===== src/simd_add_consts.svh =====
`ifndef SIMD_ADD_CONSTS_SVH
`define SIMD_ADD_CONSTS_SVH

// input queue entries, also the sender's starting credits
`define ADD_IN_DEPTH 4

// input queue pointer width
`define ADD_IN_PTR_W 2

// credits the consumer grants at reset
`define ADD_OUT_CREDITS 2

// output credit counter width
`define ADD_CREDIT_W 2

`endif

===== src/simd_add_pkg.sv =====
package simd_add_pkg;

    // operation select carried with each operand pair
    typedef enum logic {
        ADD_OP_ADD = 1'b0,
        ADD_OP_SUB = 1'b1
    } add_op_e;

    // one 64-bit word or two independent 32-bit lanes
    typedef enum logic {
        ADD_MODE_WIDE = 1'b0,
        ADD_MODE_LANE = 1'b1
    } add_mode_e;

    // ****************************************
    // operand and result word
    // ****************************************

    // lane[0] is the low half of word
    typedef union packed {
        logic [63:0]      word;
        logic [1:0][31:0] lane;
    } add_word_u;

endpackage


===== src/simd_adder_top.sv =====
`timescale 1ns/10ps

`include "simd_add_consts.svh"

module simd_adder_top (
    input  logic                    clk,
    input  logic                    rst,
    input  logic                    in_valid,
    input  simd_add_pkg::add_word_u in_a,
    input  simd_add_pkg::add_word_u in_b,
    input  simd_add_pkg::add_op_e   in_op,
    input  simd_add_pkg::add_mode_e in_mode,
    output logic                    in_credit,
    input  logic                    out_credit,
    output logic                    out_valid,
    output simd_add_pkg::add_word_u out_sum,
    output logic [1:0]              out_carry
);

    logic                    q_valid;
    logic                    q_pop;
    simd_add_pkg::add_word_u q_a;
    simd_add_pkg::add_word_u q_b;
    simd_add_pkg::add_op_e   q_op;
    simd_add_pkg::add_mode_e q_mode;

    add_ingress_fifo #(
        .DEPTH (`ADD_IN_DEPTH),
        .PTR_W (`ADD_IN_PTR_W)
    ) u_fifo (
        .clk(clk), .rst(rst),
        .in_valid(in_valid), .in_a(in_a), .in_b(in_b), .in_op(in_op), .in_mode(in_mode),
        .q_pop(q_pop), .q_valid(q_valid),
        .q_a(q_a), .q_b(q_b), .q_op(q_op), .q_mode(q_mode),
        .in_credit(in_credit)
    );

    add_exec_stage #(
        .CREDITS  (`ADD_OUT_CREDITS),
        .CREDIT_W (`ADD_CREDIT_W)
    ) u_exec (
        .clk(clk), .rst(rst),
        .q_valid(q_valid), .q_a(q_a), .q_b(q_b), .q_op(q_op), .q_mode(q_mode),
        .q_pop(q_pop),
        .out_credit(out_credit), .out_valid(out_valid),
        .out_sum(out_sum), .out_carry(out_carry)
    );

endmodule


===== src/add_exec_stage.sv =====
`timescale 1ns/10ps

`include "simd_add_consts.svh"

module add_exec_stage #(
    parameter int CREDITS  = `ADD_OUT_CREDITS,
    parameter int CREDIT_W = `ADD_CREDIT_W
) (
    input  logic                      clk,
    input  logic                      rst,
    input  logic                      q_valid,
    input  simd_add_pkg::add_word_u   q_a,
    input  simd_add_pkg::add_word_u   q_b,
    input  simd_add_pkg::add_op_e     q_op,
    input  simd_add_pkg::add_mode_e   q_mode,
    output logic                      q_pop,
    input  logic                      out_credit,
    output logic                      out_valid,
    output simd_add_pkg::add_word_u   out_sum,
    output logic [1:0]                out_carry
);

    simd_add_pkg::add_word_u b_eff;
    simd_add_pkg::add_word_u add_sum;
    logic [1:0]              add_carry;
    logic                    is_sub;
    logic                    lane_split;
    logic                    res_full;
    logic [CREDIT_W-1:0]     credit_cnt;

    // ****************************************
    // operation decode
    // ****************************************

    // subtract is a + ~b + 1 in each lane
    assign is_sub     = (q_op == simd_add_pkg::ADD_OP_SUB);
    assign lane_split = (q_mode == simd_add_pkg::ADD_MODE_LANE);
    assign b_eff.word = is_sub ? ~q_b.word : q_b.word;

    cla_adder64 u_adder (
        .a          (q_a),
        .b          (b_eff),
        .cin_lo     (is_sub),
        .cin_hi     (is_sub),
        .lane_split (lane_split),
        .sum        (add_sum),
        .carry      (add_carry)
    );

    // ****************************************
    // result register and output credits
    // ****************************************

    assign out_valid = res_full & (credit_cnt != '0);

    // refill when empty or emptying this cycle
    assign q_pop = q_valid & (~res_full | out_valid);

    always_ff @(posedge clk) begin
        if (rst) begin
            res_full <= 1'b0;
        end else if (q_pop) begin
            res_full <= 1'b1;
        end else if (out_valid) begin
            res_full <= 1'b0;
        end
    end

    always_ff @(posedge clk) begin
        if (q_pop) begin
            out_sum   <= add_sum;
            out_carry <= add_carry;
        end
    end

    always_ff @(posedge clk) begin
        if (rst) begin
            credit_cnt <= CREDIT_W'(CREDITS);
        end else begin
            case ({out_valid, out_credit})
                2'b10:   credit_cnt <= credit_cnt - 1'b1;
                2'b01:   credit_cnt <= credit_cnt + 1'b1;
                default: credit_cnt <= credit_cnt;
            endcase
        end
    end

endmodule


===== src/add_ingress_fifo.sv =====
`timescale 1ns/10ps

`include "simd_add_consts.svh"

module add_ingress_fifo #(
    parameter int DEPTH = `ADD_IN_DEPTH,
    parameter int PTR_W = `ADD_IN_PTR_W
) (
    input  logic                      clk,
    input  logic                      rst,
    input  logic                      in_valid,
    input  simd_add_pkg::add_word_u   in_a,
    input  simd_add_pkg::add_word_u   in_b,
    input  simd_add_pkg::add_op_e     in_op,
    input  simd_add_pkg::add_mode_e   in_mode,
    input  logic                      q_pop,
    output logic                      q_valid,
    output simd_add_pkg::add_word_u   q_a,
    output simd_add_pkg::add_word_u   q_b,
    output simd_add_pkg::add_op_e     q_op,
    output simd_add_pkg::add_mode_e   q_mode,
    output logic                      in_credit
);

    simd_add_pkg::add_word_u mem_a    [DEPTH];
    simd_add_pkg::add_word_u mem_b    [DEPTH];
    simd_add_pkg::add_op_e   mem_op   [DEPTH];
    simd_add_pkg::add_mode_e mem_mode [DEPTH];

    logic [PTR_W-1:0] wr_ptr;
    logic [PTR_W-1:0] rd_ptr;
    logic [PTR_W:0]   count;
    logic             pop;

    // sender only pushes while holding a credit, so no full check here
    assign q_valid = (count != '0);
    assign pop     = q_pop & q_valid;

    // ****************************************
    // storage and pointers
    // ****************************************

    always_ff @(posedge clk) begin
        if (in_valid) begin
            mem_a[wr_ptr]    <= in_a;
            mem_b[wr_ptr]    <= in_b;
            mem_op[wr_ptr]   <= in_op;
            mem_mode[wr_ptr] <= in_mode;
        end
    end

    always_ff @(posedge clk) begin
        if (rst) begin
            wr_ptr <= '0;
            rd_ptr <= '0;
            count  <= '0;
        end else begin
            if (in_valid) begin
                wr_ptr <= (wr_ptr == PTR_W'(DEPTH - 1)) ? '0 : wr_ptr + 1'b1;
            end
            if (pop) begin
                rd_ptr <= (rd_ptr == PTR_W'(DEPTH - 1)) ? '0 : rd_ptr + 1'b1;
            end
            count <= count + (PTR_W + 1)'(in_valid) - (PTR_W + 1)'(pop);
        end
    end

    assign q_a    = mem_a[rd_ptr];
    assign q_b    = mem_b[rd_ptr];
    assign q_op   = mem_op[rd_ptr];
    assign q_mode = mem_mode[rd_ptr];

    // credit goes back in the pop cycle, pop depends on flops only
    assign in_credit = pop;

endmodule


===== src/cla_adder64.sv =====
`timescale 1ns/10ps

module cla_adder64 (
    input  simd_add_pkg::add_word_u a,
    input  simd_add_pkg::add_word_u b,
    input  logic                    cin_lo,
    input  logic                    cin_hi,
    input  logic                    lane_split,
    output simd_add_pkg::add_word_u sum,
    output logic [1:0]              carry
);

    logic [63:0] s;
    logic        gc0, gc1, gc2, gc3, gc4, gc5, gc6, gc7;
    logic        cin4;

    // low lane, groups 0 to 3
    cla_group8 u_grp0 (.a(a.word[7:0]),   .b(b.word[7:0]),   .cin(cin_lo), .sum(s[7:0]),
                       .cout(gc0));
    cla_group8 u_grp1 (.a(a.word[15:8]),  .b(b.word[15:8]),  .cin(gc0),    .sum(s[15:8]),
                       .cout(gc1));
    cla_group8 u_grp2 (.a(a.word[23:16]), .b(b.word[23:16]), .cin(gc1),    .sum(s[23:16]),
                       .cout(gc2));
    cla_group8 u_grp3 (.a(a.word[31:24]), .b(b.word[31:24]), .cin(gc2),    .sum(s[31:24]),
                       .cout(gc3));

    // lane cut, carry stops at bit 32 when split
    assign cin4 = lane_split ? cin_hi : gc3;

    // high lane, groups 4 to 7
    cla_group8 u_grp4 (.a(a.word[39:32]), .b(b.word[39:32]), .cin(cin4),   .sum(s[39:32]),
                       .cout(gc4));
    cla_group8 u_grp5 (.a(a.word[47:40]), .b(b.word[47:40]), .cin(gc4),    .sum(s[47:40]),
                       .cout(gc5));
    cla_group8 u_grp6 (.a(a.word[55:48]), .b(b.word[55:48]), .cin(gc5),    .sum(s[55:48]),
                       .cout(gc6));
    cla_group8 u_grp7 (.a(a.word[63:56]), .b(b.word[63:56]), .cin(gc6),    .sum(s[63:56]),
                       .cout(gc7));

    assign sum.word = s;

    // low lane carry only reported in split mode
    assign carry[1] = gc7;
    assign carry[0] = lane_split & gc3;

endmodule


===== src/cla_group8.sv =====
`timescale 1ns/10ps

module cla_group8 (
    input  logic [7:0] a,
    input  logic [7:0] b,
    input  logic       cin,
    output logic [7:0] sum,
    output logic       cout
);

    logic [7:0] p;
    logic [7:0] g;
    logic [7:0] aoi_gp;
    logic [6:0] nand_pp;
    logic       c0, c1, c2, c3, c4, c5, c6, c7;

    assign p = a ^ b;
    assign g = a & b;

    // ****************************************
    // inverted pair terms
    // ****************************************

    // aoi stage, bit 0 pairs with the group carry-in
    assign aoi_gp[0]   = ~((p[0] & cin) | g[0]);
    assign aoi_gp[7:1] = ~((p[7:1] & g[6:0]) | g[7:1]);

    // nand of neighboring propagates
    assign nand_pp = ~(p[7:1] & p[6:0]);

    // oai stage, each carry reaches back two bits
    assign c0 = ~aoi_gp[0];
    assign c1 = ~((nand_pp[0] | ~cin) & aoi_gp[1]);
    assign c2 = ~((nand_pp[1] | ~c0) & aoi_gp[2]);
    assign c3 = ~((nand_pp[2] | ~c1) & aoi_gp[3]);
    assign c4 = ~((nand_pp[3] | ~c2) & aoi_gp[4]);
    assign c5 = ~((nand_pp[4] | ~c3) & aoi_gp[5]);
    assign c6 = ~((nand_pp[5] | ~c4) & aoi_gp[6]);
    assign c7 = ~((nand_pp[6] | ~c5) & aoi_gp[7]);

    assign sum  = p ^ {c6, c5, c4, c3, c2, c1, c0, cin};
    assign cout = c7;

endmodule


===== config.mk =====
export PLATFORM = sky130hd
export DESIGN_NAME = simd_adder_top
export DESIGN_NICKNAME = d
export VERILOG_FILES = /design/src/simd_add_pkg.sv /design/src/simd_adder_top.sv /design/src/add_exec_stage.sv /design/src/add_ingress_fifo.sv /design/src/cla_adder64.sv /design/src/cla_group8.sv
export VERILOG_INCLUDE_DIRS = /design/src
export SDC_FILE = /design/constraint.sdc
export NUM_CORES = 1
export LEC_CHECK = 0
export BUFFER_PORTS_ARGS = -buffer_cell sky130_fd_sc_hd__buf_2
export CAP_MARGIN = 20
export CORE_MARGIN = 5
export CORE_UTILIZATION = 40
export DETAILED_ROUTE_END_ITERATION = 10
export PLACE_DENSITY = 0.68
export SLEW_MARGIN = 5
export SYNTH_ARGS = -nofsm -noshare
export SYNTH_HDL_FRONTEND = slang
export SYNTH_HIERARCHICAL = 1
export SYNTH_SLANG_ARGS = --single-unit

===== constraint.sdc =====
create_clock -name clk -period 9.9 [get_ports clk]
set_input_delay 0.495 -clock clk [delete_from_list [all_inputs] [get_ports clk]]
set_output_delay 0.495 -clock clk [all_outputs]
set_load 0.01 [all_outputs]

==> results.cfg <==
[outcome]
status = complete, no violations

[synth]
yosysTopAreaCell = edfxtp_1
synth_top_area_share = 0.709
synthDistinctLibCells = 42
synthArstFlopShare = 0
synth_ff_type = edfxtp_1
netlist_instances = 1207
yosys_warnings = 6
syn_area_um2 = 24800
synth_seq_area_share = 0.719
synth.area.top_cells = edfxtp_1 71%, mux4_2 12%, ha_1 3.6%
yosysMostFrequentCell = edfxtp_1
syn-num-nets = 1422
syn_avg_cell_area_um2 = 20.5
synth-seq-cells = 598
synth_edf_count = 586
synth_commonest_cells = 586 x edfxtp_1, 130 x mux4_2, 98 x xor2_1

[global_route]
antenna_found_initial = 16
gr-usage-all-layers = 0.147
grt_pass1_wl_um = 75600
overflow = 0
first_global_vias = 12500
grt_max_degree = 61

[sta]
finalHoldViolCount = 0
tightest_slew_ns = 1.02
report.final.slew_viol_count = 0
finalCritPeriodShare = 0.886
skew_ns = 0.0257
final-setup-viol-count = 0
rsz0062_at_grt = false
period_minus_slack_ns = 8.77
fmax_ghz = 0.114
setup_tns_ns = 0
slew_headroom = 0.320

[cts]
cts_max_path_buffers = 3
clockRootBuffer = clkbuf_16
cts_resized = 0
cts_hold_buf = 0
cts.sinks = 598
clk_latency_ns = 0.60
cts.clk_slew.worst_paths_ns = 0.06
postCtsSetupRepairBufs = 0
cts_buffers = 66
cts_tree = done
htree_levels = 3

[detailed_routing]
vias = 11700
drc = 0
drt-total-wl_um = 49500
drt_iter0_markers = 642
vias_per_cell = 4.99
dr.pass1.iters = 5
wl_per_cell_um = 21.1
drtAntennaViolNets = 0

[setup_path]
cp_top_family = compound AO/OA/AOI/OAI gates
crit_path_start_kind = register
worst-path-buf-inv = 1
slowest_stage = mux4_4
cp-end-kind = register
required_ns = 10.23
timing_worst_setup_path_type = reg -> reg
cp.arrival_ns = 9.10
cp_max_fo = 19
worst_path_largest_cell_delay_ns = 0.84

[floorplan]
die-area_um2 = 67100
die_y_um = 259
core_um2 = 61600
num_rows = 91
initial_core_util = 0.403
die_x_um = 259
ios = 202

[layout]
final_layout_size_suffix_gt1_frac = 0.322
num-nets-final = 1672
area_growth_pct = 16.0

[power]
pwr_density_cell_nw_per_um2 = 332
total_power_mw = 9.54
p_leak_nw = 9.97
peakVddDrop_mv = 0.160

[min_path]
hold_path_class = in -> reg

[job]
max-cap-violations = 0

[place]
dp_hpwl_um = 31200
io_buffers = 201
place_congestion = 0.778
layout by cell type, fill, tap and decap left out, drive strengths merged, types with 7 or more instances in the layout:
master	synthesis	routed
o2111ai	8	8
a31o	8	8
buf	36	220
clkbuf	2	80
fa	9	9
ha	72	72
nor3	10	10
and2b	8	8
clkinv	0	26
o31ai	8	8
edfxtp	586	586
dfxtp	12	12
nand3b	8	8
a21o	16	16
a21oi	34	34
nand2	16	16
or2	8	8
o21ai	10	10
xor2	98	98
o21a	16	16
nand2b	11	11
inv	38	42
mux4	130	130
nor2	14	14
a31oi	8	8
xnor2	24	24
diode	0	7
layout make-up:
type / instances / area (um2)
timing repair buffer: 220 / 1150
fill: 5153 / 32800
tap: 837 / 1050
multi-input combinational: 533 / 6470
inverter: 38 / 143
antenna: 7 / 17.5
clock buffer: 80 / 1770
clock inverter: 37 / 324
sequential: 598 / 17800
worst register-to-register path, delay by kind of cell (launching register included):
family / cells / cell delay [ns]
muxes: 2 / 1.14
xor gates and xnor gates: 2 / 0.41
AOI/OAI and AO/OA: 30 / 5.70
and+or+nand+nor: 1 / 0.20
DFF: 1 / 0.59
buffers and inverters: 1 / 0.06
adders and majority gates: 2 / 0.44
metal layers:
| metal | vias to the layer above | wire [um] | GRT usage |
|---|---|---|---|
| met1 | 5995 | 20400 | 0.187 |
| li1 | 5375 | - | - |
| met2 | 255 | 25100 | 0.250 |
| met4 | 14 | 1020 | 0.0440 |
| met3 | 80 | 2910 | 0.0398 |
| met5 | - | 92 | 0 |
power breakdown:
| part | total [mW] | internal [mW] | switching (mW) |
|---|---|---|---|
| registers | 3.42 | 3.32 | 0.100 |
| logic | 3.77 | 1.66 | 2.11 |
| clock network | 2.35 | 1.38 | 0.963 |
registers in the layout (all words and copies together), names as in the netlist, named ones only:
signal	count
u_fifo/wr_ptr	2
u_fifo/mem_op	4
u_fifo/rd_ptr	2
u_exec/out_carry	2
u_exec/res_full	1
u_exec/out_sum	64
u_fifo/mem_a	256
u_exec/credit_cnt	2
u_fifo/mem_mode	4
u_fifo/mem_b	256
u_fifo/count	3
through the flow:
stage | instance area [um2] | hold WS, ns | setup WS [ns] | util | cells
final | 28800 | 0.110 | 1.13 | 0.467 | 2350
after detailed placement | 26700 | 0.482 | 1.06 | 0.433 | 2226
after CTS | 28700 | 0.0496 | 1.03 | 0.467 | 2343
after floorplan | 24800 | 0.463 | 1.89 | - | 1207
after global routing | 28700 | 0.0720 | 0.591 | 0.467 | 2345
after global placement | 26700 | 0.473 | 1.13 | 0.433 | 2226
worst paths after layout:
check	startpoint	endpoint	slack [ns]	cells past startpoint
worst min register to register	u_fifo/rd_ptr[1]	u_fifo/rd_ptr[1]	0.52	2
worst min-delay path	in_b[37]	u_fifo/mem_b[1][37]	0.11	1
worst max register to register	register	u_exec/out_sum[63]	1.13	38
worst max-delay path	register	u_exec/out_sum[63]	1.13	38
cell families after synthesis:
family | Yosys count | share of synthesized area
AO/OA/AOI/OAI | 110 | 0.0333
XOR/XNOR | 123 | 0.0440
buffers and inverters | 76 | 0.0211
multiplexers | 134 | 0.120
AND/OR/NAND/NOR | 85 | 0.0190
flip-flops | 598 | 0.719
adder cells (fa/ha/maj) | 81 | 0.0436
(Power assumes the default switching activity.)
